File: config.mk
export PLATFORM = sky130hd
export DESIGN_NAME = vec_sequencer_flat
export DESIGN_NICKNAME = d
export VERILOG_FILES = /design/src/verilog/vec_pkg.sv /design/src/verilog/vec_if.sv /design/src/verilog/vec_sequencer.sv /design/src/flat_wrapper.sv
export SDC_FILE = /design/constraint.sdc
export NUM_CORES = 1
export LEC_CHECK = 0
export ABC_AREA = 1
export BUFFER_PORTS_ARGS = -buffer_cell sky130_fd_sc_hd__buf_2
export CELL_PAD_IN_SITES_DETAIL_PLACEMENT = 0
export CELL_PAD_IN_SITES_GLOBAL_PLACEMENT = 2
export CORE_ASPECT_RATIO = 0.5
export CORE_MARGIN = 2
export CORE_UTILIZATION = 23
export DETAILED_ROUTE_END_ITERATION = 8
export MAX_ROUTING_LAYER = met4
export PLACE_DENSITY_LB_ADDON = 0.1
export SLEW_MARGIN = 10
export SYNTH_ARGS = -nofsm -noshare
export SYNTH_HDL_FRONTEND = slang
export SYNTH_SLANG_ARGS = --single-unit
File: constraint.sdc
create_clock -name clk_i -period 2 [get_ports clk_i]
set_input_delay 0.3 -clock clk_i [delete_from_list [all_inputs] [get_ports clk_i]]
set_output_delay 0.3 -clock clk_i [all_outputs]
set_load 0.02 [all_outputs]
File: src/verilog/vec_pkg.sv
// Vector coprocessor package
// Sizes, element and index types, and the instruction opcodes
// shared by the dispatcher, sequencer, lanes and reducer

package vec_pkg;

  //////////////////////////////////////////////////////////////////////
  // Sizes
  //////////////////////////////////////////////////////////////////////

  // Lanes and elements held per lane for each register
  localparam int unsigned NR_LANES       = 4;
  localparam int unsigned ELEMS_PER_LANE = 4;

  // Element i lives in lane i mod NR_LANES, slot i div NR_LANES
  localparam int unsigned VLMAX = NR_LANES * ELEMS_PER_LANE;

  localparam int unsigned ELEN     = 32;
  localparam int unsigned NR_VREGS = 8;

  //////////////////////////////////////////////////////////////////////
  // Types
  //////////////////////////////////////////////////////////////////////

  // One element or scalar operand
  typedef logic [ELEN-1:0] elen_t;

  // Vector register index
  typedef logic [$clog2(NR_VREGS)-1:0] vreg_t;

  // Vector length, 0 up to and including VLMAX
  typedef logic [$clog2(VLMAX+1)-1:0] vlen_t;

  // Slot of an element inside one lane
  typedef logic [$clog2(ELEMS_PER_LANE)-1:0] slot_t;

  // Instruction opcodes
  typedef enum logic [3:0] {
    VSETVL  = 4'd0,
    VMVX    = 4'd1,
    VADD    = 4'd2,
    VSUB    = 4'd3,
    VAND    = 4'd4,
    VOR     = 4'd5,
    VXOR    = 4'd6,
    VREDSUM = 4'd7,
    VMVXS   = 4'd8
  } vop_e;

  // Lane FSM
  typedef enum logic {
    L_IDLE = 1'b0,
    L_RUN  = 1'b1
  } lane_state_e;

endpackage

File: src/verilog/vec_if.sv
// Sequencer to lane request
// One request is broadcast to all lanes, each lane answers with a ready bit

`timescale 1ns/1ps

interface vec_req_if import vec_pkg::*; ();

  // Request broadcast by the sequencer
  logic  valid;
  vop_e  op;
  vreg_t vd;
  vreg_t vs1;
  vreg_t vs2;
  vlen_t vl;

  // One bit per lane, each driven by its own lane
  wire [NR_LANES-1:0] lane_ready;

  modport seq (
    output valid,
    output op,
    output vd,
    output vs1,
    output vs2,
    output vl,
    input  lane_ready
  );

  modport lane (
    input  valid,
    input  op,
    input  vd,
    input  vs1,
    input  vs2,
    input  vl,
    output lane_ready
  );

endinterface

File: src/verilog/vec_sequencer.sv
// Sequencer
// Issues one vector instruction at a time to all lanes and waits
// for every lane to report completion

`timescale 1ns/1ps

module vec_sequencer import vec_pkg::*; (
  input  logic               clk_i,
  input  logic               rst_n_i,
  // Request from the dispatcher
  input  logic               req_valid_i,
  output logic               req_ready_o,
  input  vop_e               req_op_i,
  input  vreg_t              req_vd_i,
  input  vreg_t              req_vs1_i,
  input  vreg_t              req_vs2_i,
  input  vlen_t              req_vl_i,
  input  elen_t              req_scalar_i,
  output logic               idle_o,
  // Lanes
  vec_req_if.seq             lane_req,
  input  logic [NR_LANES-1:0] lane_done_i,
  // Instruction in flight, for the reducer and the VMVX broadcast
  output vop_e               red_op_o,
  output elen_t              red_seed_o
);

  logic                valid_q;
  logic                busy_q;
  logic [NR_LANES-1:0] done_seen_q;
  vop_e                op_q;
  vreg_t               vd_q;
  vreg_t               vs1_q;
  vreg_t               vs2_q;
  vlen_t               vl_q;
  elen_t               scalar_q;
  logic                accept;
  logic                xfer;
  logic                all_done;

  assign req_ready_o = !valid_q && !busy_q;
  assign idle_o      = !valid_q && !busy_q;
  assign accept      = req_valid_i && req_ready_o;
  assign xfer        = valid_q && (&lane_req.lane_ready);
  assign all_done    = &(done_seen_q | lane_done_i);

  always_ff @(posedge clk_i) begin
    if (!rst_n_i) begin
      valid_q     <= 1'b0;
      busy_q      <= 1'b0;
      done_seen_q <= '0;
    end else begin
      if (accept) begin
        valid_q <= 1'b1;
      end else if (xfer) begin
        valid_q <= 1'b0;
      end
      if (xfer) begin
        busy_q      <= 1'b1;
        done_seen_q <= '0;
      end else if (busy_q) begin
        if (all_done) begin
          busy_q      <= 1'b0;
          done_seen_q <= '0;
        end else begin
          done_seen_q <= done_seen_q | lane_done_i;
        end
      end
    end
  end

  // Held until the next accept, which cannot happen before all lanes are done
  always_ff @(posedge clk_i) begin
    if (accept) begin
      op_q     <= req_op_i;
      vd_q     <= req_vd_i;
      vs1_q    <= req_vs1_i;
      vs2_q    <= req_vs2_i;
      vl_q     <= req_vl_i;
      scalar_q <= req_scalar_i;
    end
  end

  assign lane_req.valid = valid_q;
  assign lane_req.op    = op_q;
  assign lane_req.vd    = vd_q;
  assign lane_req.vs1   = vs1_q;
  assign lane_req.vs2   = vs2_q;
  assign lane_req.vl    = vl_q;

  assign red_op_o   = op_q;
  assign red_seed_o = scalar_q;

  // A stalled request keeps its valid and fields
  a_req_stable: assert property (@(posedge clk_i) disable iff (!rst_n_i)
    lane_req.valid && !(&lane_req.lane_ready) |=>
      lane_req.valid && $stable(lane_req.op) && $stable(lane_req.vd) &&
      $stable(lane_req.vs1) && $stable(lane_req.vs2) && $stable(lane_req.vl));

endmodule
File: src/flat_wrapper.sv
// flat-port wrapper written by rule: the top's interface ports become plain ports
module vec_sequencer_flat import vec_pkg::*;
  (clk_i, rst_n_i, req_valid_i, req_ready_o, req_op_i, req_vd_i, req_vs1_i, req_vs2_i, req_vl_i, req_scalar_i, idle_o, lane_done_i, red_op_o, red_seed_o, lane_req_valid, lane_req_op, lane_req_vd, lane_req_vs1, lane_req_vs2, lane_req_vl, lane_req_lane_ready);
  vec_req_if lane_req_i ();
  input  logic clk_i;
  input  logic rst_n_i;
  input  logic req_valid_i;
  output logic req_ready_o;
  input  vop_e req_op_i;
  input  vreg_t req_vd_i;
  input  vreg_t req_vs1_i;
  input  vreg_t req_vs2_i;
  input  vlen_t req_vl_i;
  input  elen_t req_scalar_i;
  output logic idle_o;
  input  logic [NR_LANES-1:0] lane_done_i;
  output vop_e red_op_o;
  output elen_t red_seed_o;
  output wire logic [$bits(lane_req_i.valid)-1:0] lane_req_valid;
  output wire logic [$bits(lane_req_i.op)-1:0] lane_req_op;
  output wire logic [$bits(lane_req_i.vd)-1:0] lane_req_vd;
  output wire logic [$bits(lane_req_i.vs1)-1:0] lane_req_vs1;
  output wire logic [$bits(lane_req_i.vs2)-1:0] lane_req_vs2;
  output wire logic [$bits(lane_req_i.vl)-1:0] lane_req_vl;
  input wire logic [$bits(lane_req_i.lane_ready)-1:0] lane_req_lane_ready;
  assign lane_req_valid = lane_req_i.valid;
  assign lane_req_op = lane_req_i.op;
  assign lane_req_vd = lane_req_i.vd;
  assign lane_req_vs1 = lane_req_i.vs1;
  assign lane_req_vs2 = lane_req_i.vs2;
  assign lane_req_vl = lane_req_i.vl;
  assign lane_req_i.lane_ready = lane_req_lane_ready;
  vec_sequencer u_core (.clk_i(clk_i), .rst_n_i(rst_n_i), .req_valid_i(req_valid_i), .req_ready_o(req_ready_o), .req_op_i(req_op_i), .req_vd_i(req_vd_i), .req_vs1_i(req_vs1_i), .req_vs2_i(req_vs2_i), .req_vl_i(req_vl_i), .req_scalar_i(req_scalar_i), .idle_o(idle_o), .lane_req(lane_req_i), .lane_done_i(lane_done_i), .red_op_o(red_op_o), .red_seed_o(red_seed_o));
endmodule
### After elaboration in Yosys (flattened, before gate mapping)

Index checks and enable logic that the tools add are counted.

* bits in registers: 56
* bits of input ports: 61

* mux-type cells: 6
* bitwise logic cells: 2
* reductions and logical operators: 9

Operators with widths (number)
* 4-bit AND reduction: 2
* 1-bit two-way mux: 5
* 4-bit two-way mux: 1
* 4-bit OR: 1
* 1-bit logical AND: 3
* 1-bit logical NOT: 2
* 2-bit nonzero test: 1
* 2-bit OR reduction: 1
* 1-bit NOT: 1

### Longest topological paths before layout

* depth after elaboration: 5
* gate-level depth with buffers: 5
* mapped depth without buffers: 5

### Least setup slack after synthesis

Ideal clock, no wire load.

* path type: register -> register
* from: reg u_core.valid_q (netlist: u_core.lane_req.valid)
* to: reg u_core.op_q[0] (netlist: u_core.lane_req.op[0]) (enable)
* library setup time: 644 ps
* arrival: 1679 ps
* data required time: 1356 ps
* slack: -322 ps
* cell stages (with the launch flop): 4
* buffers on the path: 0
* period minus slack after synthesis: 2322 ps
* cells stage by stage: dfxtp_1 nor2_1 nand2_1 clkinv_1

* word-level cells in the longest chain between the ends: 3

Ends and longest elaborated chain
* start: declaration: line vec_sequencer.sv:28 `logic valid_q;`
* start signal: assignment: line vec_sequencer.sv:49 `valid_q <= 1'b0;`
* start signal: assignment: line vec_sequencer.sv:54 `valid_q <= 1'b1;`
* start signal: assignment: line vec_sequencer.sv:56 `valid_q <= 1'b0;`
* 1-bit logical NOT
* 1-bit logical AND
* named net idle_o: line flat_wrapper.sv:15 `output logic idle_o;`
* 1-bit logical AND: line vec_sequencer.sv:43 `assign accept = req_valid_i && req_ready_o;`
* named net u_core.accept: line vec_sequencer.sv:37 `logic accept;`
* end signal: assignment: line vec_sequencer.sv:75 `op_q <= req_op_i;`
* end: declaration: line vec_sequencer.sv:31 `vop_e op_q;`

The timed path passes the listed nets, and every way through them passes these cells.
A chain may end at the register's enable or synchronous reset.

### Worst setup path after layout

* from: reg u_core.busy_q
* to: reg u_core.scalar_q[6] (netlist: u_core.red_seed_o[6]) (enable)

* word-level cells in the longest chain between the ends: 3

Ends and longest elaborated chain
* start: declaration: line vec_sequencer.sv:29 `logic busy_q;`
* start signal: assignment: line vec_sequencer.sv:50 `busy_q <= 1'b0;`
* start signal: assignment: line vec_sequencer.sv:59 `busy_q <= 1'b1;`
* start signal: assignment: line vec_sequencer.sv:63 `busy_q <= 1'b0;`
* 1-bit logical NOT: line vec_sequencer.sv:41 `assign req_ready_o = !valid_q && !busy_q;`
* 1-bit logical AND: line vec_sequencer.sv:41
* 1-bit logical AND: line vec_sequencer.sv:43
* named net u_core.accept: line vec_sequencer.sv:37
* end signal: assignment: line vec_sequencer.sv:80 `scalar_q <= req_scalar_i;`
* end: declaration: line vec_sequencer.sv:36 `elen_t scalar_q;`

The timed path passes the listed nets, and every way through them passes these cells.

==> metrics.log <==
INFO  metric outcome = completed
INFO  metric critical_path.reg2reg.startpoint = u_core.busy_q
INFO  metric mapped_nets = 158
INFO  metric vias = 1187
INFO  metric yosys.cell_types.count = 10
INFO  metric worst_hold_path_type = in -> reg
INFO  metric cts.htree.levels = 2
INFO  metric detailedRoute.firstPassIterationCount = 4
INFO  metric finish.net_count = 279
INFO  metric hold_path_startpoint = req_scalar_i[25]
INFO  metric max-slew-margin-rel = 76.97%
INFO  metric layout-drive-gt1-share = 58.90%
INFO  metric grt-ovfl-total = 0
INFO  metric crit_path_max_incr_delay = 0.34 ns
INFO  metric min_path_cells = 1
INFO  metric p_int = 0.001924 W
INFO  metric post_synth_and_or_nand_nor_area_fraction = 5.187%
INFO  metric post_drt_wl_per_cell = 12.21 um
INFO  metric fin_worst_skew = 0.004826 ns
INFO  metric synth_cells = 97
INFO  metric holdPathEnd = u_core.red_seed_o[25]
INFO  metric power.share.combinational = 11.0%
INFO  metric synthesis.area_per_instance = 18.65 um^2
INFO  metric drv_cap = 0
INFO  metric routed_wirelength = 3992 um
INFO  metric timing.critical_path.cells = nor2_1, nand2_1, clkinv_2, buf_4
INFO  metric synth-seq-cells = 56
INFO  metric remaining_drc_errors = 0
INFO  metric synth-compound-area-share = 1.660%
INFO  metric clk_latency = 0.29 ns
INFO  metric swShare = 23.86%
INFO  metric cts.hold.buffers_added = 0
INFO  metric largest_family_of_logic_cells_by_synthesized_area = simple AND/OR/NAND/NOR gates
INFO  metric vias_in_the_first_global_route = 1175
INFO  metric cts_inserted_buffers = 5
INFO  metric criticalPathCategory = reg -> reg
INFO  metric grt_first_pass_wirelength = 5713 um
INFO  metric cts_tree = built
INFO  metric dp_hpwl = 3066 um
INFO  metric timing.rr.end = u_core.red_seed_o[6]
INFO  metric antenna_violation_net_count_after_detailed_routing = 0
INFO  metric dieArea = 0.008635 mm^2
INFO  metric routed_via_density = 3.630
INFO  metric cts.clk_slew.worst_paths = 0.07 ns
INFO  metric die_y = 66.72 um
INFO  metric routabilityCongestion = 0.6955
INFO  metric crit_buf_inv = 2
INFO  metric cellLeakagePower = 1.141 nW
INFO  metric area_growth = 46.75%
INFO  metric cpMaxStageDelayCell = dfxtp_1
INFO  metric final.min_clock_period = 1.302 ns
INFO  metric top_level_port_count = 118
INFO  metric yosysSeqAreaShare = 89.63%
INFO  metric power.density = 951.6 mW/mm^2
INFO  metric first_iter_violations = 86
INFO  metric cts_resized = 0
INFO  metric ctsRootBufferMaster = clkbuf_16
INFO  metric max_freq = 0.7683 GHz
INFO  metric startpoint_type = flip-flop
INFO  metric clkPwrFrac = 34.6%
INFO  metric synth.mux.area_fraction = 0%
INFO  metric clock_path_buffers = 2
INFO  metric hold_slack = 0.1769 ns
INFO  metric fp-row-count = 22
INFO  metric timing.final.setup_violations = 0
INFO  metric critPathTopFamily = buffers and inverters
INFO  metric switching_power = 0.0006028 W
INFO  metric antenna_fix_cells = 0
INFO  metric tns = 0 ns
INFO  metric fp.dieW = 129.4 um
INFO  metric power.sequential.fraction = 54.4%
INFO  metric regToRegSetupSlack = 0.70 ns
INFO  metric global_routing_usage_summed_across_all_routing_layers = 9.438%
INFO  metric data_required_time_of_the_critical_path = 1.96 ns
INFO  metric max-vdd-ir-drop = 322.1 uV
INFO  metric endpoint_kind = flip-flop
INFO  metric rsz0062_at_grt = false
INFO  metric cts_num_sinks = 56
INFO  metric worst-endpoint-arrival = 1.26 ns
INFO  metric hold_viol_final = 0
INFO  metric synthAdderAreaFrac = 0%
INFO  metric report.final.slew_viol_count = 0
INFO  metric cp_max_fo = 28
INFO  metric syn_area = 0.001809 mm^2
INFO  metric synth-xor-area-share = 0%
INFO  metric port_buffers = 117
INFO  metric design.core.area = 0.007487 mm^2
INFO  metric yosysWarningCount = 0
INFO  metric antenna_found_initial = 0
INFO  metric post-cts-setup-buffers = 0
INFO  metric start_util = 24.16%
INFO  metric grt_start_max_net_pins = 29
INFO  metric finalCritPeriodShare = 65.08%
INFO  metric r2r.worst_path.cells = 4
INFO  metric tightest_slew = 0.3455 ns
## cell usage in the layout (no fill, tap or decap)
cell type	count
a21oi_1	6
buf_2	117
buf_4	2
clkbuf_16	5
clkinv_2	2
clkinvlp_4	1
dfxtp_1	6
edfxtp_1	50
inv_1	6
inv_6	1
nand2_1	9
nand2_2	1
nand3_1	4
nor2_1	9
## kinds of logic after synthesis
logic type,count (synthesis)
flip-flops,56
AND/OR/NAND/NOR,23
buffers and inverters,12
AO/OA/AOI/OAI,6
## area by class of cell
cell class / instances / area (um^2)
fill: 769 / 4832
sequential: 56 / 1622
timing repair buffer: 119 / 600.6
tap: 108 / 135.1
clock buffer: 5 / 125.1
multi-input combinational: 29 / 123.9
inverter: 7 / 27.53
clock inverter: 3 / 21.27
## power by group through the flow
stage / clock network (W) / registers [W] / logic, W
final: 0.000874 / 0.00137 / 0.000279
after global routing: 0.000957 / 0.00138 / 0.000305
after CTS: 0.000914 / 0.00137 / 0.000285
after detailed placement: 0 / 0.00140 / 0.000285
after global placement: 0 / 0.00140 / 0.000284
after floorplan: 0 / 0.00149 / 0.0000596
## how the worst max path moves through the flow
stage / start / end / slack (ns) / cells past startpoint
global placement: u_core.busy_q / u_core.red_seed_o[18] / 0.69 / 4
global route: u_core.busy_q / u_core.lane_req.op[1] / 0.56 / 4
floorplan: u_core.lane_req.valid / u_core.lane_req.op[0] / 0.29 / 3
CTS: u_core.busy_q / u_core.lane_req.op[0] / 0.68 / 4
finish: u_core.busy_q / u_core.red_seed_o[6] / 0.70 / 4
detailed placement: u_core.busy_q / u_core.red_seed_o[18] / 0.68 / 4
## Yosys cell counts, drive strengths merged
library cell / n / area share (%)
edfxtp: 50 / 83
inv: 6 / 1.2
nand3: 4 / 1.1
clkinv: 1 / 0.21
buf: 5 / 2.1
nand2: 10 / 2.2
a21oi: 6 / 1.7
dfxtp: 6 / 6.6
nor2: 9 / 1.9
## state kept, by name (all words and copies together) (netlist names)
name                   flops
u_core.lane_req.vs1        3
u_core.done_seen_q         4
u_core.red_seed_o         32
u_core.busy_q              1
u_core.lane_req.op         4
u_core.lane_req.vl         5
u_core.lane_req.vd         3
u_core.lane_req.valid      1
u_core.lane_req.vs2        3
## worst reg2reg max path, stage by stage (launching register included)
cell,delay [ns]
dfxtp_1,0.34
nor2_1,0.17
nand2_1,0.09
clkinv_2,0.06
buf_4,0.32
## per-layer routing
| metal | GRT usage [%] | share of wire (%) | up-vias | wire length (um) |
|---|---|---|---|---|
| met1 | 9.447 | 38 | 554 | 1518 |
| met2 | 16.64 | 53 | 43 | 2104 |
| met4 | 4.032 | 1.4 | 0 | 55 |
| li1 | - | - | 585 | - |
| met5 | - | 0 | - | 0 |
| met3 | 3.855 | 7.9 | 5 | 314 |
## through the flow
| step | instance area (um^2) | std cells | utilization (%) | power, W | worst slack, ns |
|---|---|---|---|---|---|
| 2_1_floorplan | 1810 | 97 | - | 0.001553 | 0.2854 |
| 3_3_place_gp | 2509 | 319 | 33.51 | 0.001683 | 0.6895 |
| 3_5_place_dp | 2509 | 319 | 33.51 | 0.001685 | 0.6810 |
| 4_1_cts | 2655 | 327 | 35.46 | 0.002573 | 0.6760 |
| 5_1_grt | 2655 | 327 | 35.46 | 0.002643 | 0.5554 |
| 6_report | 2655 | 327 | 35.46 | 0.002527 | 0.6985 |
No activity file was read; power rests on OpenSTA's default activity.
