<file path="config.mk">
export PLATFORM = sky130hd
export DESIGN_NAME = vec_reduce
export DESIGN_NICKNAME = d
export VERILOG_FILES = /design/src/verilog/vec_pkg.sv /design/src/verilog/vec_reduce.sv
export SDC_FILE = /design/constraint.sdc
export NUM_CORES = 1
export LEC_CHECK = 0
export BUFFER_PORTS_ARGS = -buffer_cell sky130_fd_sc_hd__buf_4
export CORE_UTILIZATION = 46
export DETAILED_ROUTE_END_ITERATION = 8
export HOLD_SLACK_MARGIN = 0.05
export MAX_ROUTING_LAYER = met4
export PLACE_DENSITY = 0.79
export SETUP_SLACK_MARGIN = 0.5
export SYNTH_ARGS = -nofsm -noshare
export SYNTH_HDL_FRONTEND = slang
export SYNTH_SLANG_ARGS = --single-unit
</file>
<file path="constraint.sdc">
create_clock -name clk_i -period 5 [get_ports clk_i]
set_input_delay 1.25 -clock clk_i [delete_from_list [all_inputs] [get_ports clk_i]]
set_output_delay 1.25 -clock clk_i [all_outputs]
set_load 0.05 [all_outputs]
</file>
<file path="src/verilog/vec_pkg.sv">
// Vector coprocessor package
// Sizes, element and index types, and the instruction opcodes
// shared by the dispatcher, sequencer, lanes and reducer

package vec_pkg;

  //////////////////////////////////////////////////////////////////////
  // Sizes
  //////////////////////////////////////////////////////////////////////

  // Lanes and elements held per lane for each register
  localparam int unsigned NR_LANES       = 4;
  localparam int unsigned ELEMS_PER_LANE = 4;

  // Element i lives in lane i mod NR_LANES, slot i div NR_LANES
  localparam int unsigned VLMAX = NR_LANES * ELEMS_PER_LANE;

  localparam int unsigned ELEN     = 32;
  localparam int unsigned NR_VREGS = 8;

  //////////////////////////////////////////////////////////////////////
  // Types
  //////////////////////////////////////////////////////////////////////

  // One element or scalar operand
  typedef logic [ELEN-1:0] elen_t;

  // Vector register index
  typedef logic [$clog2(NR_VREGS)-1:0] vreg_t;

  // Vector length, 0 up to and including VLMAX
  typedef logic [$clog2(VLMAX+1)-1:0] vlen_t;

  // Slot of an element inside one lane
  typedef logic [$clog2(ELEMS_PER_LANE)-1:0] slot_t;

  // Instruction opcodes
  typedef enum logic [3:0] {
    VSETVL  = 4'd0,
    VMVX    = 4'd1,
    VADD    = 4'd2,
    VSUB    = 4'd3,
    VAND    = 4'd4,
    VOR     = 4'd5,
    VXOR    = 4'd6,
    VREDSUM = 4'd7,
    VMVXS   = 4'd8
  } vop_e;

  // Lane FSM
  typedef enum logic {
    L_IDLE = 1'b0,
    L_RUN  = 1'b1
  } lane_state_e;

endpackage

</file>
<file path="src/verilog/vec_reduce.sv">
// Scalar result unit
// Gathers the lane done pulses, then adds the seed to the lane partial
// sums for VREDSUM or picks element 0 for VMVXS, and registers the result

`timescale 1ns/1ps

module vec_reduce import vec_pkg::*; (
  input  logic               clk_i,
  input  logic               rst_n_i,
  input  logic [NR_LANES-1:0] lane_done_i,
  input  elen_t              lane_sum_i [NR_LANES],
  input  elen_t              elem0_i,
  input  vop_e               red_op_i,
  input  elen_t              red_seed_i,
  output logic               red_valid_o,
  output elen_t              red_data_o
);

  logic [NR_LANES-1:0] done_seen_q;
  logic                all_done;
  logic                wants_scalar;
  logic                red_valid_q;
  elen_t               red_data_q;
  elen_t               sum;

  assign all_done     = &(done_seen_q | lane_done_i);
  assign wants_scalar = (red_op_i == VREDSUM) || (red_op_i == VMVXS);

  // Seed plus every lane's partial sum, wrapping at 32 bits
  always_comb begin
    sum = red_seed_i;
    for (int l = 0; l < NR_LANES; l++) begin
      sum = sum + lane_sum_i[l];
    end
  end

  always_ff @(posedge clk_i) begin
    if (!rst_n_i) begin
      done_seen_q <= '0;
      red_valid_q <= 1'b0;
    end else begin
      red_valid_q <= all_done && wants_scalar;
      if (all_done) begin
        done_seen_q <= '0;
      end else begin
        done_seen_q <= done_seen_q | lane_done_i;
      end
    end
  end

  always_ff @(posedge clk_i) begin
    if (all_done) begin
      red_data_q <= (red_op_i == VMVXS) ? elem0_i : sum;
    end
  end

  assign red_valid_o = red_valid_q;
  assign red_data_o  = red_data_q;

endmodule

</file>
=== After elaboration in Yosys (flattened, before gate mapping) ===
Cells that the tools add are included.
W data, S select, Z words.

* Add/subtract/negate cells: 4
* Eq/ne operators: 2
* Mux-type cells: 1
* Bitwise logic cells: 2
* Reductions and logical operators: 4

{| class="wikitable"
|+ Operators with widths
! operator !! count
|-
| $add A32 B32 Y32 || 4
|-
| $mux W32 || 1
|-
| $eq A4 B3 Y1 const B || 1
|-
| $eq A4 B4 Y1 const B || 1
|-
| $or A4 B4 Y4 || 1
|-
| $reduce_and A4 Y1 || 1
|-
| $reduce_or A2 Y1 || 1
|-
| $logic_and A1 B1 Y1 || 1
|-
| $logic_or A1 B1 Y1 || 1
|-
| $not A1 Y1 || 1
|}

* Register bits: 37

=== Logic depth before layout (Yosys ltp) ===
Gate-level depths: netlist of run 1.

* Depth in word-level cells: 5
* Mapped depth: 16
* Depth with buffers taken out: 15

=== Least setup slack after synthesis of run 1 ===
OpenSTA, ideal clock, no wires.

* Kind: input-to-reg
* Start point: input lane_done_i[3]
* End point: register done_seen_q[0]
* Setup time: 0.118 ns
* Data arrival time: 4.971 ns
* Data required time: 4.882 ns
* Slack: -0.089 ns
* Stages on the path: 4
* Buffers on the path: 0
* Cell sequence: nor2_1 nor4_1 nand2b_1 nor2_1

* Word-level cells in the longest chain between the ends: 3

{| class="wikitable"
|+ RTL lines
! what !! line !! source
|-
| start, declared || vec_reduce.sv:10 || <nowiki>input logic [NR_LANES-1:0] lane_done_i,</nowiki>
|-
| $or A4 B4 Y4 || vec_reduce.sv:26 || <nowiki>assign all_done = &(done_seen_q | lane_done_i);</nowiki>
|-
| $reduce_and A4 Y1 || vec_reduce.sv:26 ||
|-
| net all_done || vec_reduce.sv:20 || <nowiki>logic all_done;</nowiki>
|-
| $reduce_or A2 Y1 (no line) || n/a ||
|-
| end signal, assigned || vec_reduce.sv:46 || <nowiki>done_seen_q <= done_seen_q | lane_done_i;</nowiki>
|-
| end, declared || vec_reduce.sv:19 || <nowiki>logic [NR_LANES-1:0] done_seen_q;</nowiki>
|}

The timed path passes the listed nets, and every way through them passes these cells.
A chain may end at the register's enable or synchronous reset.

=== Worst setup path in the final report of run 1 ===
* Start point: input lane_sum_i[65] (netlist bit)
* End point: register red_data_q[31] (netlist: red_data_o[31]) (data pin)

* Word-level cells in the longest chain between the ends: 4

{| class="wikitable"
|+ RTL lines
! what !! line !! source
|-
| start, declared || vec_reduce.sv:11 || <nowiki>input elen_t lane_sum_i [NR_LANES],</nowiki>
|-
| $add A32 B32 Y32 (3 in a row) || vec_reduce.sv:33 || <nowiki>sum = sum + lane_sum_i[l];</nowiki>
|-
| $mux W32 || vec_reduce.sv:53 || <nowiki>red_data_q <= (red_op_i == VMVXS) ? elem0_i : sum;</nowiki>
|-
| end signal, assigned || vec_reduce.sv:53 ||
|-
| end, declared || vec_reduce.sv:23 || <nowiki>elen_t red_data_q;</nowiki>
|}

Every way passes these cells.

==> results of run 1 <==
## layout by cell type, fill, tap and decap left out, types with 4 or more instances in the layout
cell type	n
inv_1	266
buf_4	256
fa_1	90
nor2_1	41
nand2_1	38
a21oi_1	34
edfxtp_1	32
inv_2	17
ha_1	17
xnor2_1	14
o21ai_0	12
xor2_1	12
a21oi_2	11
ha_4	11
a21o_1	10
nand3_1	9
buf_6	9
o21a_1	7
and3_1	7
clkbuf_16	7
o21ai_1	6
nor3_1	5
dfxtp_1	5
o211ai_1	4
ha_2	4
## kinds of logic (layout without fill, tap and decap cells)
| kind of cell | count (synthesis) | in the layout | synth area share |
|---|---|---|---|
| buffers and inverters | 298 | 559 | 0.1884 |
| AND/OR/NAND/NOR | 134 | 134 | 0.1028 |
| adder cells (fa/ha/maj) | 124 | 124 | 0.3642 |
| AO/OA/AOI/OAI | 119 | 119 | 0.1276 |
| flip-flops | 37 | 37 | 0.1723 |
| XOR/XNOR | 28 | 28 | 0.03983 |
| multiplexers | 3 | 3 | 0.004877 |
## cell type report
cell class	count	area (um2)
flip-flops and latches	37	1061
clock buffers	7	175.2
fillers	1035	3854
well taps	172	215.2
multi-input cells	408	4393
clock inverters	1	8.758
inverters	285	1080
repair buffers	266	2038
## path summary, 6_finish.rpt
kind / start / to / slack, ns / depth (start not counted)
worst min register to register: done_seen_q[1] / done_seen_q[1] / 0.49 / 2
worst min-delay path: done_seen_q[1] / done_seen_q[1] / 0.49 / 2
worst max register to register: done_seen_q[3] / done_seen_q[2] / 3.53 / 5
worst max-delay path: lane_sum_i[65] / red_data_o[31] / 0.21 / 17
## cells in the mapped netlist (2+ instances only)
master	instances	area (um2)
xor2_1	14	122.6
o31ai_1	3	22.52
o22ai_1	2	12.51
nand3_1	12	60.06
and3_1	7	43.79
a21oi_1	47	235.2
a21o_1	10	75.07
inv_1	285	1070
ha_1	32	400.4
nand2b_1	3	18.77
or3_1	2	12.51
edfxtp_1	32	960.9
clkbuf_1	8	30.03
a31o_2	2	17.52
nor3_1	7	35.03
mux2i_1	3	30.03
xnor2_1	14	122.6
nor3b_1	3	22.52
dfxtp_1	5	100.1
o21ai_0	21	105.1
a21boi_0	3	22.52
nand4_1	2	12.51
o21bai_1	2	15.01
and2_1	2	12.51
nor4_1	4	25.02
o211ai_1	4	30.03
nand2_1	41	153.9
a211oi_1	3	22.52
and2b_1	2	15.01
buf_6	3	33.78
fa_1	92	1842
nor2_1	43	161.4
a31oi_2	2	25.02
o21a_1	7	52.55
## stage by stage
stage                 util  setup TNS [ns]
finish              0.6995               0
global route        0.6995               0
CTS                 0.6712               0
detailed placement  0.6487         -0.3906
global placement    0.6487         -0.1164
floorplan                -               0
## flip-flops by register name, summed over array words and instances (netlist names)
signal,cells
red_data_o,32
done_seen_q,4
red_valid_o,1
## power groups by stage
stage | Clock (mW) | Sequential [mW] | Combinational, mW
after floorplan | 0 | 0.782 | 1.93
after global placement | 0 | 0.544 | 2.88
after detailed placement | 0 | 0.546 | 2.93
after CTS | 0.382 | 0.539 | 3.07
after global routing | 0.390 | 0.546 | 3.77
final | 0.375 | 0.539 | 3.43
## tightest hold or removal path, cell delays in order (launching register included)
cell and delay (ns):
dfxtp_1 0.30, nor2_1 0.06, nor2_1 0.09
## metal layers
layer / global-route usage / vias to the layer above / part of all wire
met5: - / - / 0
met4: 0.04728 / 0 / 0.013
met3: 0.02277 / 16 / 0.059
met2: 0.4066 / 208 / 0.52
met1: 0.2858 / 2613 / 0.41
li1: - / 2728 / -
## timing repair
action / CTS / global route
gates resized for setup: 19 / 77
buffers inserted: 3 / 11
endpoints found under the setup margin: 20 / 24
pin swaps: 13 / 45
==> flow_summary.toml, run 1 <==
[outcome]
status = "complete, no violations"

[placed_design]
hpwlAfterDp_mm = 12.62
place_area_um2 = 8319
dp.cells = 1154
gp_congestion = 0.8619
numPortBuffers = 234
pre_cts_ws_ns = -0.08328

[power]
internal_power_mw = 2.287
p_switching_mw = 2.054
p_per_area_nw_per_um2 = 483.8
power_frac_seq = 0.124
power_frac_comb = 0.789
p_sw_frac = 0.4731
ir_drop_uv = 210.9
clkPwrFrac = 0.086
leakage_nw = 4.832
p_total_mw = 4.341

[yosys]
ys_types = 55
yosys_warnings = 0
async_reset_ff_frac = 0
synth_nets = 1069
syn_avg_cell_area_um2 = 8.287
synthFlopType = "edfxtp_1"
synth_cells = 743
synth_seq_cells = 37
netlist_area_um2 = 6157
ys_seq_area_frac = 0.1723
synth_edf_count = 32

[routing]
drt_iter0_drc = 275
dr.pass1.iters = 4
via_count = 5565
drc = 0
drtAntennaViolNets = 0
drt_wl_total_mm = 15.31
wl_per_cell_um = 13.02
vias_per_cell = 4.732

[worst_setup_path]
slowest_stage = "fa_1"
crit_family = "adder cells"
cpMostUsedCell = "fa_1"
path_buf_inv = 5
cp.arrival_ns = 4.83
critPathKind = "in -> reg"
worst_setup_path_end_kind = "register"
crit_fanout = 5
startpoint_type = "input port"
cp_cell_sequence = "buf_8 -> inv_8 -> fa_1 -> fa_1 -> fa_1 -> inv_1 -> ha_2 -> inv_2 -> fa_2 -> and2b_2 -> o2111ai_4 -> a31oi_4 -> a211oi_4 -> buf_6 -> a2bb2oi_4 -> mux2i_1 -> nand2_1"
cpPeakStageDelay_ns = 0.54
cp.required_ns = 5.03

[timing]
min_period_ns = 4.793
timing.fmax_ghz = 0.2086
holdWs_ns = 0.4895
setup_viol = 0
grt_setup_unrepaired = "true"
report.final.slew_viol_count = 0
fin_worst_skew_ns = 0.002783
finalHoldViolations = 0
worst_pin_slew_ns = 1.074
maxSlewHeadroom = 0.2811
period_share = 0.9586
setup_slack_ns = 0.2069

[clock_tree]
cts-hold-fix-buffers = 0
clock_latency_ns = 0.28
clock_sinks = 37
cts_tree = "yes"
clockBufferDepth = 2
cts_buffers = 5
cts_max_level = 2
cts-root-buf = "clkbuf_16"
path_clk_slew_ns = 0.06

[global_route]
overflow = 0
first_global_vias = 5776
grt_pass1_wl_mm = 25.63
antenna_found_initial = 0
grt_max_degree = 43
grt.total_usage = 0.2303

[final_layout]
stdcell_area_um2 = 8971
syn2layout_area_growth_pct = 45.70
nets = 1329
insertedDiodeCount = 0
final_layout_size_suffix_gt1_frac = 0.3635
instances_no_fill = 1176

[floorplanning]
num_io_pins = 235
fp-row-count = 41
dieWidth_um = 117.7
core_um2 = 12820
dieHeight_um = 117.7
fp.dieArea_um2 = 13850
start_util = 0.4801

[flow_run]
drv_cap = 0

[min_path]
hp-class = "reg -> reg"
No activity file was read; power rests on OpenSTA's default activity.
==> run 2, diff against run 1 <==
--- a/config.mk
+++ b/config.mk
@@ -5,9 +5,9 @@
 export SDC_FILE = /design/constraint.sdc
 export NUM_CORES = 1
 export LEC_CHECK = 0
-export BUFFER_PORTS_ARGS = -buffer_cell sky130_fd_sc_hd__buf_4
-export CORE_UTILIZATION = 46
+export CORE_UTILIZATION = 60
 export DETAILED_ROUTE_END_ITERATION = 8
+export DONT_BUFFER_PORTS = 1
 export HOLD_SLACK_MARGIN = 0.05
 export MAX_ROUTING_LAYER = met4
 export PLACE_DENSITY = 0.79
==> run 2 against run 1 <==
Against the previous run: core utilization fell by 0.076 points; count of clock-buffer cells in the layout did not move; flip-flop and latch count did not move; via count fell by 15%; largest cell class unchanged; cell count fell by 24%; sequential share of layout area rose by 3.6 points; critical path type unchanged; first-iteration DRC count fell by 44%; non-clock buffer count fell by 248.
==> flow_summary.toml, run 2 (synthesized netlist as in run 1, its figures left out) <==
[final_layout]
mostFrequentLayoutCells = "inv_1 (272), fa_1 (90), nor2_1 (41)"
largest_reg_flops = 32
stdcell_area_um2 = 6893
final_layout_size_suffix_gt1_frac = 0.1362
final_common_cell = "inv_1"
nets = 1081
insertedDiodeCount = 0
syn2layout_area_growth_pct = 11.95

[worst_setup_path]
path_buf_inv = 4
cpMostUsedCell = "fa_1"
cp.arrival_ns = 4.70
startpoint_type = "input port"
cpPeakStageDelay_ns = 0.54
critPathKind = "in -> reg"
worst_setup_path_end_kind = "register"
regToRegStartpoint = "done_seen_q[3]"
crit_family = "adder cells"
crit_fanout = 5
cp-startpoint = "lane_sum_i[65]"
r2r_cells = 3
crit_cells = 16
cp.required_ns = 5.05
cp_cell_sequence = "inv_8 -> fa_1 -> fa_1 -> fa_1 -> inv_1 -> ha_2 -> inv_2 -> fa_2 -> and2b_1 -> o2111ai_2 -> a31oi_4 -> a211oi_4 -> buf_6 -> a2bb2oi_4 -> mux2i_1 -> nand2_1"
r2r_slack_ns = 2.92
slowest_stage = "fa_1"

[routing]
vias_per_cell = 5.336
drtAntennaViolNets = 0
wl_per_cell_um = 15.39
drc = 0
dr.pass1.iters = 4
drt_wl_total_mm = 13.68
via_count = 4744
drt_iter0_drc = 154

[global_route]
use_met2 = 0.4974
grt_util_met3 = 0.04099
overflow = 0
grt.total_usage = 0.2633
grt_pass1_wl_mm = 21.03
grt_use_met1 = 0.2852
grt_busiest_layer = "met2"
grt_max_degree = 43
first_global_vias = 4839
antenna_found_initial = 0

[placed_design]
place_area_um2 = 6439
gp_congestion = 0.9525
hpwlAfterDp_mm = 11.57
numPortBuffers = 0

[floorplanning]
dieWidth_um = 103.3
dieHeight_um = 103.3
fp.dieArea_um2 = 10670
num_io_pins = 235
fp-row-count = 36
core_um2 = 9864
start_util = 0.6242

[timing]
finalHoldViolations = 0
holdWs_ns = 0.5012
min_period_ns = 4.647
setup_viol = 0
setup_tns_ns = 0
period_share = 0.9295
maxSlewHeadroom = 0.2402
grt_setup_unrepaired = "true"
fin_worst_skew_ns = 0.005492
report.final.slew_viol_count = 0
worst_pin_slew_ns = 1.135
timing.fmax_ghz = 0.2152

[power]
power_frac_seq = 0.207
p_per_area_nw_per_um2 = 558.5
ir_drop_uv = 237.0
clkPwrFrac = 0.068
internal_power_mw = 1.911
leakage_nw = 3.587
power_frac_comb = 0.726
p_sw_frac = 0.5034
p_switching_mw = 1.938

[clock_tree]
clockBufferDepth = 2
cts-hold-fix-buffers = 0
clock_sinks = 37
path_clk_slew_ns = 0.09
cts_buffers = 5
cts-root-buf = "clkbuf_8"
cts_max_level = 2
clock_latency_ns = 0.29
cts_tree = "yes"

[min_path]
hp-class = "reg -> reg"
min-delay-start = "done_seen_q[1]"
hold_depth = 2

[outcome]
status = "complete, no violations"

[flow_run]
drv_cap = 0
==> run 2: cell count changes in the layout (fill, tap and decap cells not counted), moves of 6 or more <==
cell	previous run	this run
buf_4	256	16
buf_6	9	2
clkbuf_16	7	1
clkbuf_8	0	6
inv_1	266	272
inv_2	17	11
==> run 2: worst register-to-register path, stage by stage, from the launching register on <==
cell,delay (ns)
dfxtp_1,0.32
nor2_1,0.07
nor4_4,0.93
buf_4,0.44
==> run 2: power by group through the flow <==
stage	Clock [mW]	Sequential, mW	Combinational [mW]
CTS	0.261	0.797	2.53
floorplan	0	0.782	1.93
finish	0.261	0.795	2.79
detailed placement	0	0.803	2.40
global placement	0	0.801	2.31
global route	0.275	0.802	3.11
==> run 2: area by class of cell <==
type	count	area (um2)
clock buffers	7	107.6
clock inverters	1	7.507
fillers	756	2972
inverters	285	1085
multi-input cells	408	4323
flip-flops and latches	37	1061
well taps	133	166.4
repair buffers	18	142.6
==> run 2: final timing paths <==
| kind | endpoint |
|---|---|
| worst max-delay path | red_data_o[31] |
| worst min-delay path | done_seen_q[1] |
| worst max register to register | red_data_o[9] |
| worst min register to register | done_seen_q[1] |
==> run 2: per-stage QoR <==
stage / power [mW] / instances / util / setup WS, ns
after global routing: 4.182 / 889 / 0.6988 / 0.1945
after detailed placement: 3.200 / 871 / 0.6527 / 0.01550
after floorplan: 2.712 / 743 / - / 0.2613
after CTS: 3.584 / 885 / 0.6767 / 0.3549
final: 3.849 / 889 / 0.6988 / 0.3525
after global placement: 3.112 / 871 / 0.6527 / 0.06912
==> run 2: routing by layer <==
layer	share of wire	wire (um)
met5	0	0
met4	0.020	278
met3	0.069	939
met2	0.55	7499
met1	0.36	4962
==> run 2: what timing repair did <==
action	in CTS	in global routing
pin swaps	16	21
setup endpoints to repair	17	22
gates resized for setup	19	46
buffers inserted	6	4
