$ cat src/verilog/vec_pkg.sv
// Vector coprocessor package
// Sizes, element and index types, and the instruction opcodes
// shared by the dispatcher, sequencer, lanes and reducer

package vec_pkg;

  //////////////////////////////////////////////////////////////////////
  // Sizes
  //////////////////////////////////////////////////////////////////////

  // Lanes and elements held per lane for each register
  localparam int unsigned NR_LANES       = 4;
  localparam int unsigned ELEMS_PER_LANE = 4;

  // Element i lives in lane i mod NR_LANES, slot i div NR_LANES
  localparam int unsigned VLMAX = NR_LANES * ELEMS_PER_LANE;

  localparam int unsigned ELEN     = 32;
  localparam int unsigned NR_VREGS = 8;

  //////////////////////////////////////////////////////////////////////
  // Types
  //////////////////////////////////////////////////////////////////////

  // One element or scalar operand
  typedef logic [ELEN-1:0] elen_t;

  // Vector register index
  typedef logic [$clog2(NR_VREGS)-1:0] vreg_t;

  // Vector length, 0 up to and including VLMAX
  typedef logic [$clog2(VLMAX+1)-1:0] vlen_t;

  // Slot of an element inside one lane
  typedef logic [$clog2(ELEMS_PER_LANE)-1:0] slot_t;

  // Instruction opcodes
  typedef enum logic [3:0] {
    VSETVL  = 4'd0,
    VMVX    = 4'd1,
    VADD    = 4'd2,
    VSUB    = 4'd3,
    VAND    = 4'd4,
    VOR     = 4'd5,
    VXOR    = 4'd6,
    VREDSUM = 4'd7,
    VMVXS   = 4'd8
  } vop_e;

  // Lane FSM
  typedef enum logic {
    L_IDLE = 1'b0,
    L_RUN  = 1'b1
  } lane_state_e;

endpackage

$ cat src/verilog/vec_dispatcher.sv
// Instruction dispatcher
// Accepts host instructions, owns the vector length, executes VSETVL itself
// and forwards vector work through a one-entry slot to the sequencer

`timescale 1ns/1ps

module vec_dispatcher import vec_pkg::*; (
  input  logic  clk_i,
  input  logic  rst_n_i,
  // Host instruction port
  input  logic  insn_valid_i,
  output logic  insn_ready_o,
  input  vop_e  insn_op_i,
  input  vreg_t insn_vd_i,
  input  vreg_t insn_vs1_i,
  input  vreg_t insn_vs2_i,
  input  elen_t insn_scalar_i,
  // Request to the sequencer
  output logic  seq_valid_o,
  input  logic  seq_ready_i,
  output vop_e  seq_op_o,
  output vreg_t seq_vd_o,
  output vreg_t seq_vs1_o,
  output vreg_t seq_vs2_o,
  output vlen_t seq_vl_o,
  output elen_t seq_scalar_o,
  input  logic  seq_idle_i,
  // Scalar result from the reducer
  input  logic  red_valid_i,
  input  elen_t red_data_i,
  // Host response port
  output logic  resp_valid_o,
  output elen_t resp_data_o
);

  logic  slot_valid_q;
  vop_e  slot_op_q;
  vreg_t slot_vd_q;
  vreg_t slot_vs1_q;
  vreg_t slot_vs2_q;
  vlen_t slot_vl_q;
  elen_t slot_scalar_q;
  vlen_t vl_q;
  vlen_t vl_new;
  logic  setvl_resp_q;
  logic  is_setvl;
  logic  accept;

  assign is_setvl = (insn_op_i == VSETVL);

  // VSETVL waits until everything ahead of it has drained
  assign insn_ready_o = !slot_valid_q && (!is_setvl || seq_idle_i);
  assign accept       = insn_valid_i && insn_ready_o;

  // Requested length clamped to the register size
  assign vl_new = (insn_scalar_i > elen_t'(VLMAX)) ? vlen_t'(VLMAX) : vlen_t'(insn_scalar_i);

  always_ff @(posedge clk_i) begin
    if (!rst_n_i) begin
      vl_q         <= vlen_t'(VLMAX);
      slot_valid_q <= 1'b0;
      setvl_resp_q <= 1'b0;
    end else begin
      setvl_resp_q <= accept && is_setvl;
      if (accept && is_setvl) begin
        vl_q <= vl_new;
      end
      if (accept && !is_setvl) begin
        slot_valid_q <= 1'b1;
      end else if (seq_ready_i) begin
        slot_valid_q <= 1'b0;
      end
    end
  end

  // Slot payload, stamped with the vl in force at acceptance
  always_ff @(posedge clk_i) begin
    if (accept && !is_setvl) begin
      slot_op_q     <= insn_op_i;
      slot_vd_q     <= insn_vd_i;
      slot_vs1_q    <= insn_vs1_i;
      slot_vs2_q    <= insn_vs2_i;
      slot_vl_q     <= vl_q;
      slot_scalar_q <= insn_scalar_i;
    end
  end

  assign seq_valid_o  = slot_valid_q;
  assign seq_op_o     = slot_op_q;
  assign seq_vd_o     = slot_vd_q;
  assign seq_vs1_o    = slot_vs1_q;
  assign seq_vs2_o    = slot_vs2_q;
  assign seq_vl_o     = slot_vl_q;
  assign seq_scalar_o = slot_scalar_q;

  // The two response sources never overlap in time
  assign resp_valid_o = setvl_resp_q | red_valid_i;
  assign resp_data_o  = setvl_resp_q ? elen_t'(vl_q) : red_data_i;

  a_vl_bound: assert property (@(posedge clk_i) disable iff (!rst_n_i)
    vl_q <= vlen_t'(VLMAX));

endmodule

$ cat config.mk
export PLATFORM = sky130hd
export DESIGN_NAME = vec_dispatcher
export DESIGN_NICKNAME = d
export VERILOG_FILES = /design/src/verilog/vec_pkg.sv /design/src/verilog/vec_dispatcher.sv
export SDC_FILE = /design/constraint.sdc
export NUM_CORES = 1
export LEC_CHECK = 0
export ABC_AREA = 1
export BUFFER_PORTS_ARGS = -buffer_cell sky130_fd_sc_hd__buf_2
export CAP_MARGIN = 20
export CORE_ASPECT_RATIO = 0.8
export CORE_MARGIN = 4
export CORE_UTILIZATION = 43
export DETAILED_ROUTE_END_ITERATION = 6
export PLACE_DENSITY = 0.9
export SLEW_MARGIN = 20
export SYNTH_ARGS = -nofsm -noshare
export SYNTH_HDL_FRONTEND = slang
export SYNTH_SLANG_ARGS = --single-unit
$ cat constraint.sdc
create_clock -name clk_i -period 6.45 [get_ports clk_i]
set_clock_uncertainty 0.15 [all_clocks]
set_input_delay 1.29 -clock clk_i [delete_from_list [all_inputs] [get_ports clk_i]]
set_output_delay 1.29 -clock clk_i [all_outputs]
set_load 0.05 [all_outputs]
## After elaboration in Yosys (flattened, before gate mapping)

Cells that the tools add are included.

- Add/subtract/negate cells: 0
- Multiply operators: 0
- Div/mod/pow operators: 0
- $lt $le $gt $ge: 1
- Equality and inequality tests: 0
- Shifts and indexed selects: 0
- Muxes and demuxes: 4
- Bitwise operators: 1
- Reduce and logical (&&, ||, !) cells: 9

Operators with widths:

| operator | number |
|---|---|
| 32-bit by 5-bit > comparator with 1-bit output (second input constant) | 1 |
| 32-bit 2-to-1 mux | 1 |
| 5-bit 2-to-1 mux | 1 |
| 1-bit logical AND | 4 |
| 4-bit logical NOT | 1 |
| 1-bit logical NOT | 2 |
| 1-bit 2-to-1 mux | 2 |
| 2-bit nonzero test | 1 |
| 1-bit logical OR | 1 |
| 1-bit bitwise OR | 1 |

- Flip-flop bits (word level): 57
- Bits in latches: 0
- Bits in writable memories: 0
- Memory bits (read-only): 0
- Bits of input ports: 83
- Output and inout port bits: 85
- Word-level logic and storage cells: 24
- Memories: 0

## Depth between registers and ports, before layout

Gate-level depths: netlist of run 1.

- Depth in word-level cells: 7
- Mapped depth: 8
- Depth with buffers taken out: 8

## Least setup slack after synthesis of run 1

No wires, ideal clock.

- Path kind: input port to output port
- Start point: in red_data_i[10]
- End point: out resp_data_o[10]
- Arrival: 1.956 ns
- Required time: 5.010 ns
- Setup slack: 3.054 ns
- Stages on the path: 2
- Path buffers: 0
- Path through: inv_1 nor2_1

- Longest elaborated chain between the ends: 1

Ends and longest elaborated chain:

| element | RTL line | RTL |
|---|---|---|
| start, declared | vec_dispatcher.sv:30 | `input elen_t red_data_i,` |
| 32-bit 2-to-1 mux | vec_dispatcher.sv:98 | `assign resp_data_o = setvl_resp_q ? elen_t'(vl_q) : red_data_i;` |
| end, declared | vec_dispatcher.sv:33 | `output elen_t resp_data_o` |

No other way between the ends.

## Final worst setup path of run 1

- Start point: in insn_op_i[0]
- End point: out insn_ready_o

- Longest elaborated chain between the ends: 4

Ends and longest elaborated chain:

| element | RTL line | RTL |
|---|---|---|
| start, declared | vec_dispatcher.sv:13 | `input vop_e insn_op_i,` |
| 4-bit logical NOT | vec_dispatcher.sv:49 | `assign is_setvl = (insn_op_i == VSETVL);` |
| 1-bit logical NOT | vec_dispatcher.sv:52 | `assign insn_ready_o = !slot_valid_q && (!is_setvl \|\| seq_idle_i);` |
| 1-bit logical OR | vec_dispatcher.sv:52 |  |
| 1-bit logical AND | vec_dispatcher.sv:52 |  |
| end, declared | vec_dispatcher.sv:12 | `output logic insn_ready_o,` |

No other way between the ends.

==> results by group, run 1 <==
Run status
  • Result of the run: completed

Die
  • Die Y-Extent: 73.6 um
  • I/O pin cnt: between 150 and 200
  • Core box area: 0.00509 mm2
  • Chip Width: 90.0 um
  • Initial core utilization: 0.454
  • Row count: 23
  • Overall die area: 0.00662 mm2

STA
  • Worst max-slew margin expressed relative to the limit: 0.301
  • Sum of negative setup slack: 0 ps
  • Period utilisation layout: 0.562
  • Max Transition Viols Final: 0
  • Top achievable clock speed: 0.276 GHz
  • Endpoints failing hold: 0
  • Final period demand of the worst path: 3630 ps
  • Setup-failing EPs final: 0
  • Slew at the pin closest to its max-slew limit: roughly 1000 ps
  • Post-route setup slack: 2820 ps
  • Setup repair after global routing missed its margin: false

Detailed routing
  • Total length of routed wires: 6290 um
  • Routed met1 length: 2430 um
  • Number of routed nets with antenna violations: 0
  • Length of the first detailed-routing pass in iterations: 6
  • Routed met2 length: 3330 um
  • Total via count after detailed routing: 2030
  • DR vias/cell: 4.47
  • Routed length on met3: roughly 470 um
  • Uppermost signal routing layer after detailed routing: met4
  • First DRT Iteration DRCs: between 100 and 150
  • Routed wirelength normalized by instance count: 13.9 um
  • Number of DRC violations after detailed routing: 0

Min path
  • Path class of the lowest-slack min-delay path: reg2reg

Clocking
  • CTS H-tree depth: 3
  • CTS Hold Bufs: 0
  • Clock slew at reported path FFs: 60 ps
  • Number of gates given a new drive strength after cts: 0
  • Bufs on Longest Clock Path: 2
  • Clock latency on the worst-skew pair: between 300 and 400 ps
  • Clock sink total: 57
  • Post-CTS setup buffer count: 0
  • TritonCTS clock tree: built
  • TritonCTS Buffers: 9
  • Root Buffer Master: sky130_fd_sc_hd__clkbuf_8

Synthesis
  • Mean cell area of the mapped netlist: 10.9 um2
  • FFs w/ async S/R, synth: 0
  • Register bit total from synthesis: 57
  • Cell variety after synth: 18
  • Net Count, Synth: 296
  • YS warnings: 0
  • Sequential share of the synthesized area: 0.710
  • Ranking of synthesized cells by area: sky130_fd_sc_hd__edfxtp_1 (65%), sky130_fd_sc_hd__nor2_1 (7.6%), sky130_fd_sc_hd__inv_1 (6.3%)
  • Number of enable-type register cells in the synthesized netlist: 50
  • Largest area contributor in the synthesized netlist: sky130_fd_sc_hd__edfxtp_1
  • Synthesized cell area: between 0.002 and 0.0025 mm2
  • Count leader, synth: sky130_fd_sc_hd__edfxtp_1
  • Number of standard cells after synthesis: 213
  • Fraction of post-synthesis cell area in the top cell type by area: 0.649
  • Most frequent cells after synthesis: sky130_fd_sc_hd__edfxtp_1 (50), sky130_fd_sc_hd__nor2_1 (47), sky130_fd_sc_hd__inv_1 (39), sky130_fd_sc_hd__nand2_1 (38), sky130_fd_sc_hd__dfxtp_1 (7)
  • Top FF cell, synth: sky130_fd_sc_hd__edfxtp_1

Critical path
  • Kind of capture point of the worst setup path: output port
  • Signal arrival time at the worst endpoint: 2190 ps
  • Category of the most critical setup path: in2out
  • Worst Path Required: 5010 ps
  • Maximum fanout along the worst path: 2
  • CP Launch Type: input port

GRT
  • Vias in the first global route: 1961
  • Global routing usage summed across all routing layers: 0.184
  • Wire length of the first global-routing pass: 9330 um
  • Number of antenna violations at the first check in global routing: 0
  • Maximum number of pins on one net before global-route repair: 51
  • Remaining Overflow, GRT: 0

Placement
  • Number of input and output port buffers inserted: 167
  • Post-place setup slack: 2830 ps
  • Gpl congestion: around 0.77
  • HPWL after detailed placement: 4940 um

Layout
  • Antenna Diode Count: 0
  • Final net count: 470
  • Fraction of layout cells with a size suffix above 1: 0.487
  • Number of fill cells: 430
  • Area grow syn2layout: 48.9%

Pwr
  • Combinational cell fraction of total power: 0.198
  • Pint: 0.000727 W
  • Power per unit of standard cell area: 298 mW/mm2
  • IR drop worst, VDD: 0.180 mV
  • Clock network fraction of total power: 0.381
  • Share of total power in sequential cells: 0.421
  • Leakage: 1.70 nW
  • Switching part of the total: 0.291
  • Sw Pwr: between 0.0002 and 0.0003 W

Run
  • # Max-Cap Violations: 0
## worst max-delay path, cell delays in order
cell	delay, ps
sky130_fd_sc_hd__buf_2	110
sky130_fd_sc_hd__inv_1	40
sky130_fd_sc_hd__nand2_1	60
sky130_fd_sc_hd__nor2_2	160
sky130_fd_sc_hd__inv_1	70
sky130_fd_sc_hd__o21ai_1	160
sky130_fd_sc_hd__inv_1	70
sky130_fd_sc_hd__buf_2	210
## registers in the layout, indices dropped and copies added (netlist names)
name and count:
seq_valid_o 1, seq_scalar_o 32, vl_q 5, seq_vl_o 5, setvl_resp_q 1, seq_vs1_o 3, seq_vs2_o 3, seq_op_o 4
seq_vd_o 3
## cell usage in the layout, fill, tap and decap left out, drive strengths merged, types with 3 or more instances in the layout
| cell | netlist | routed |
|---|---|---|
| a21oi | 6 | 6 |
| buf | 1 | 167 |
| bufinv | 0 | 3 |
| clkbuf | 3 | 10 |
| clkinv | 1 | 4 |
| dfxtp | 7 | 7 |
| edfxtp | 50 | 50 |
| inv | 39 | 39 |
| nand2 | 38 | 38 |
| nand3 | 5 | 5 |
| nor2 | 52 | 52 |
| nor4 | 6 | 6 |
## metal layers
| layer | global-route usage | up-vias |
|---|---|---|
| li1 | - | 1038 |
| met1 | 0.199 | 906 |
| met2 | 0.332 | 79 |
| met3 | 0.0768 | 7 |
| met4 | 0.0662 | 0 |
| met5 | 0 | - |
## final timing paths
check / end / slack [ps] / from / cells after the start
worst max-delay path: insn_ready_o / 2820 / insn_op_i[0] / 8
worst min-delay path: seq_vl_o[3] / 320 / vl_q[3] / 0
worst max register to register: seq_vl_o[2] / 4450 / seq_valid_o / 5
worst min register to register: seq_vl_o[3] / 320 / vl_q[3] / 0
## cell families (layout without fill, tap and decap cells)
logic type | count (synthesis) | after routing | synth area share
AO/OA/AOI/OAI | 7 | 7 | 0.0151
AND/OR/NAND/NOR | 105 | 105 | 0.202
buffers and inverters | 44 | 223 | 0.0725
flip-flops | 57 | 57 | 0.710
## layout make-up
class                   instances  area [um2]  share of cell area
multi-input cells             112         503               0.146
flip-flops and latches         57        1640               0.477
well taps                      62        77.6              0.0225
clock inverters                 6         106              0.0309
inverters                      40         151              0.0440
clock buffers                  10         128              0.0371
repair buffers                167         836               0.243
## power groups by stage
stage	registers [W]	logic, W	clock network (W)
after global placement	0.000439	0.000201	0
after CTS	0.000433	0.000205	0.000397
after global routing	0.000434	0.000215	0.000416
after detailed placement	0.000440	0.000204	0
after floorplan	0.000513	0.0000672	0
final	0.000432	0.000203	0.000391
## metrics by stage
step	cells	total power [W]	utilization	area, um2	hold WS [ps]
after floorplan	213	0.000580	-	2310	280
after global placement	438	0.000641	0.630	3210	293
after detailed placement	438	0.000645	0.630	3210	315
after CTS	454	0.00103	0.676	3440	324
after global routing	454	0.00106	0.676	3440	336
final	454	0.00103	0.676	3440	323
Power figures use the tool's default switching activity.
==> run 2: changes to the inputs <==
--- a/config.mk
+++ b/config.mk
@@ -10,9 +10,9 @@
 export CAP_MARGIN = 20
 export CORE_ASPECT_RATIO = 0.8
 export CORE_MARGIN = 4
-export CORE_UTILIZATION = 43
+export CORE_UTILIZATION = 40
 export DETAILED_ROUTE_END_ITERATION = 6
-export PLACE_DENSITY = 0.9
+export PLACE_DENSITY = 0.85
 export SLEW_MARGIN = 20
 export SYNTH_ARGS = -nofsm -noshare
 export SYNTH_HDL_FRONTEND = slang
==> constraint.sdc (replaced) <==
create_clock -name clk_i -period 3.8 [get_ports clk_i]
set_clock_uncertainty 0.15 [all_clocks]
set_input_delay 0.76 -clock clk_i [delete_from_list [all_inputs] [get_ports clk_i]]
set_output_delay 0.76 -clock clk_i [all_outputs]
set_load 0.05 [all_outputs]
==> results by group, run 2 (synthesis results as in run 1) <==
Run status
  • Result of the run: completed

Layout
  • Most frequent standard cell in the layout excluding fill and tap cells: sky130_fd_sc_hd__buf_2
  • Area grow syn2layout: 48.8%
  • Utilization after layout: 0.623
  • Final design area excluding fillers: 0.00344 mm2
  • Highest-count cells in the layout ignoring fill and taps: sky130_fd_sc_hd__buf_2 (167), sky130_fd_sc_hd__edfxtp_1 (50), sky130_fd_sc_hd__nor2_1 (47), sky130_fd_sc_hd__inv_1 (38), sky130_fd_sc_hd__nand2_1 (38)
  • Flip-flop count of the largest register after layout: 32
  • Post-layout instance count excluding filler cells: 470
  • Fraction of layout cells with a size suffix above 1: 0.492
  • Antenna Diode Count: 0
  • Final net count: between 400 and 500

STA
  • Setup-failing EPs final: 0
  • Top achievable clock speed: 0.346 GHz
  • Worst max-slew margin expressed relative to the limit: 0.319
  • Sum of negative setup slack: 0 ps
  • Endpoints failing hold: 0
  • Post-route setup slack: 912 ps
  • Slew at the pin closest to its max-slew limit: between 1000 and 1500 ps
  • Final period demand of the worst path: 2890 ps
  • Period utilisation layout: 0.760
  • Setup repair after global routing missed its margin: false
  • Max Transition Viols Final: 0

Clocking
  • Number of gates given a new drive strength after cts: 0
  • Clock sink total: 57
  • Clock slew at reported path FFs: around 60 ps
  • TritonCTS Buffers: 9
  • Clock latency on the worst-skew pair: 320 ps
  • Post-CTS setup buffer count: 0
  • TritonCTS clock tree: built
  • CTS Hold Bufs: 0
  • Root Buffer Master: sky130_fd_sc_hd__clkbuf_8
  • Bufs on Longest Clock Path: 2
  • CTS H-tree depth: 3

Detailed routing
  • First DRT Iteration DRCs: 69
  • DR vias/cell: between 4 and 5
  • Routed wirelength normalized by instance count: 12.5 um
  • Total via count after detailed routing: 2047
  • Total length of routed wires: approximately 5900 um
  • Number of routed nets with antenna violations: 0
  • Length of the first detailed-routing pass in iterations: 4
  • Number of DRC violations after detailed routing: 0

GRT
  • Maximum number of pins on one net before global-route repair: 51
  • Vias in the first global route: around 2000
  • Number of antenna violations at the first check in global routing: 0
  • Wire length of the first global-routing pass: just over 9000 um
  • Global routing usage summed across all routing layers: 0.166
  • Remaining Overflow, GRT: 0

Die
  • Core box area: about 0.0055 mm2
  • Overall die area: between 0.007 and 0.008 mm2
  • Row count: 24
  • Chip Width: 93.0 um
  • Initial core utilization: 0.418
  • I/O pin cnt: ~170
  • Die Y-Extent: 76 um

Critical path
  • Worst r2r path cells: 5
  • CP Launch Type: flop
  • Critical Path Source: setvl_resp_q
  • Category of the most critical setup path: reg2out
  • Signal arrival time at the worst endpoint: about 2000 ps
  • Maximum fanout along the worst path: 34
  • Kind of capture point of the worst setup path: output port
  • Beginning of the worst register-to-register path: seq_valid_o
  • Worst Path Required: ~2900 ps

Placement
  • Instance area after placement: roughly 0.0032 mm2
  • Post-place setup slack: 1150 ps
  • Gpl congestion: ~0.79
  • Number of placed instances, taps included: 454
  • Number of input and output port buffers inserted: 167
  • HPWL after detailed placement: 4730 um

Pwr
  • Leakage: 1.69 nW
  • IR drop worst, VDD: 0.300 mV
  • Power per unit of standard cell area: 485 mW/mm2

Min path
  • Path class of the lowest-slack min-delay path: reg2reg
  • Cell depth of the worst hold path: 0
  • Startpoint of the tightest hold check path: vl_q[3]

Run
  • # Max-Cap Violations: 0
run 2: cell count changes in the layout (fill, tap and decap cells not counted):
cell / delta
sky130_fd_sc_hd__clkinv_1: -2
sky130_fd_sc_hd__clkinv_2: +3
sky130_fd_sc_hd__bufinv_16: -1
sky130_fd_sc_hd__clkinvlp_4: +1
sky130_fd_sc_hd__clkinv_4: -1
run 2: through the flow:
stage          hold slack [ps]  total power (W)
2_1_floorplan              280         0.000984
3_3_place_gp               289          0.00109
3_5_place_dp               299          0.00109
4_1_cts                    315          0.00169
5_1_grt                    324          0.00174
6_report                   316          0.00167
run 2: layout make-up:
cell class | count | area, um2
fillers | 488 | 2090
clock buffers | 10 | 128
inverters | 40 | 151
clock inverters | 6 | 82.6
flip-flops and latches | 57 | 1640
well taps | 78 | 97.6
repair buffers | 167 | 836
multi-input cells | 112 | 503
run 2: worst max-delay path, stage by stage, from the launching register on:
cell	delay, ps
sky130_fd_sc_hd__dfxtp_1	990
sky130_fd_sc_hd__inv_1	260
sky130_fd_sc_hd__nand2_1	130
sky130_fd_sc_hd__nand2_1	60
sky130_fd_sc_hd__buf_2	210
run 2: final timing paths:
path	endpoint	slack (ps)
max	resp_data_o[0]	910
min	seq_vl_o[3]	320
max reg2reg	seq_scalar_o[3]	1820
min reg2reg	seq_vl_o[3]	320
run 2: metal layers:
metal	GRT usage	vias to the layer above	wire, um
li1	-	1032	-
met1	0.186	910	2200
met2	0.288	95	3000
met3	0.0563	10	562
met4	0.0703	0	113
met5	0	-	0
run 2: report_power, final:
group	switching (W)	total [W]	internal, W	leakage [nW]
clock network	0.000226	0.000592	0.000365	0.106
logic	0.000266	0.000343	0.0000771	1.05
registers	0.00000824	0.000734	0.000725	0.534
total	0.000501	0.00167	0.00117	1.69
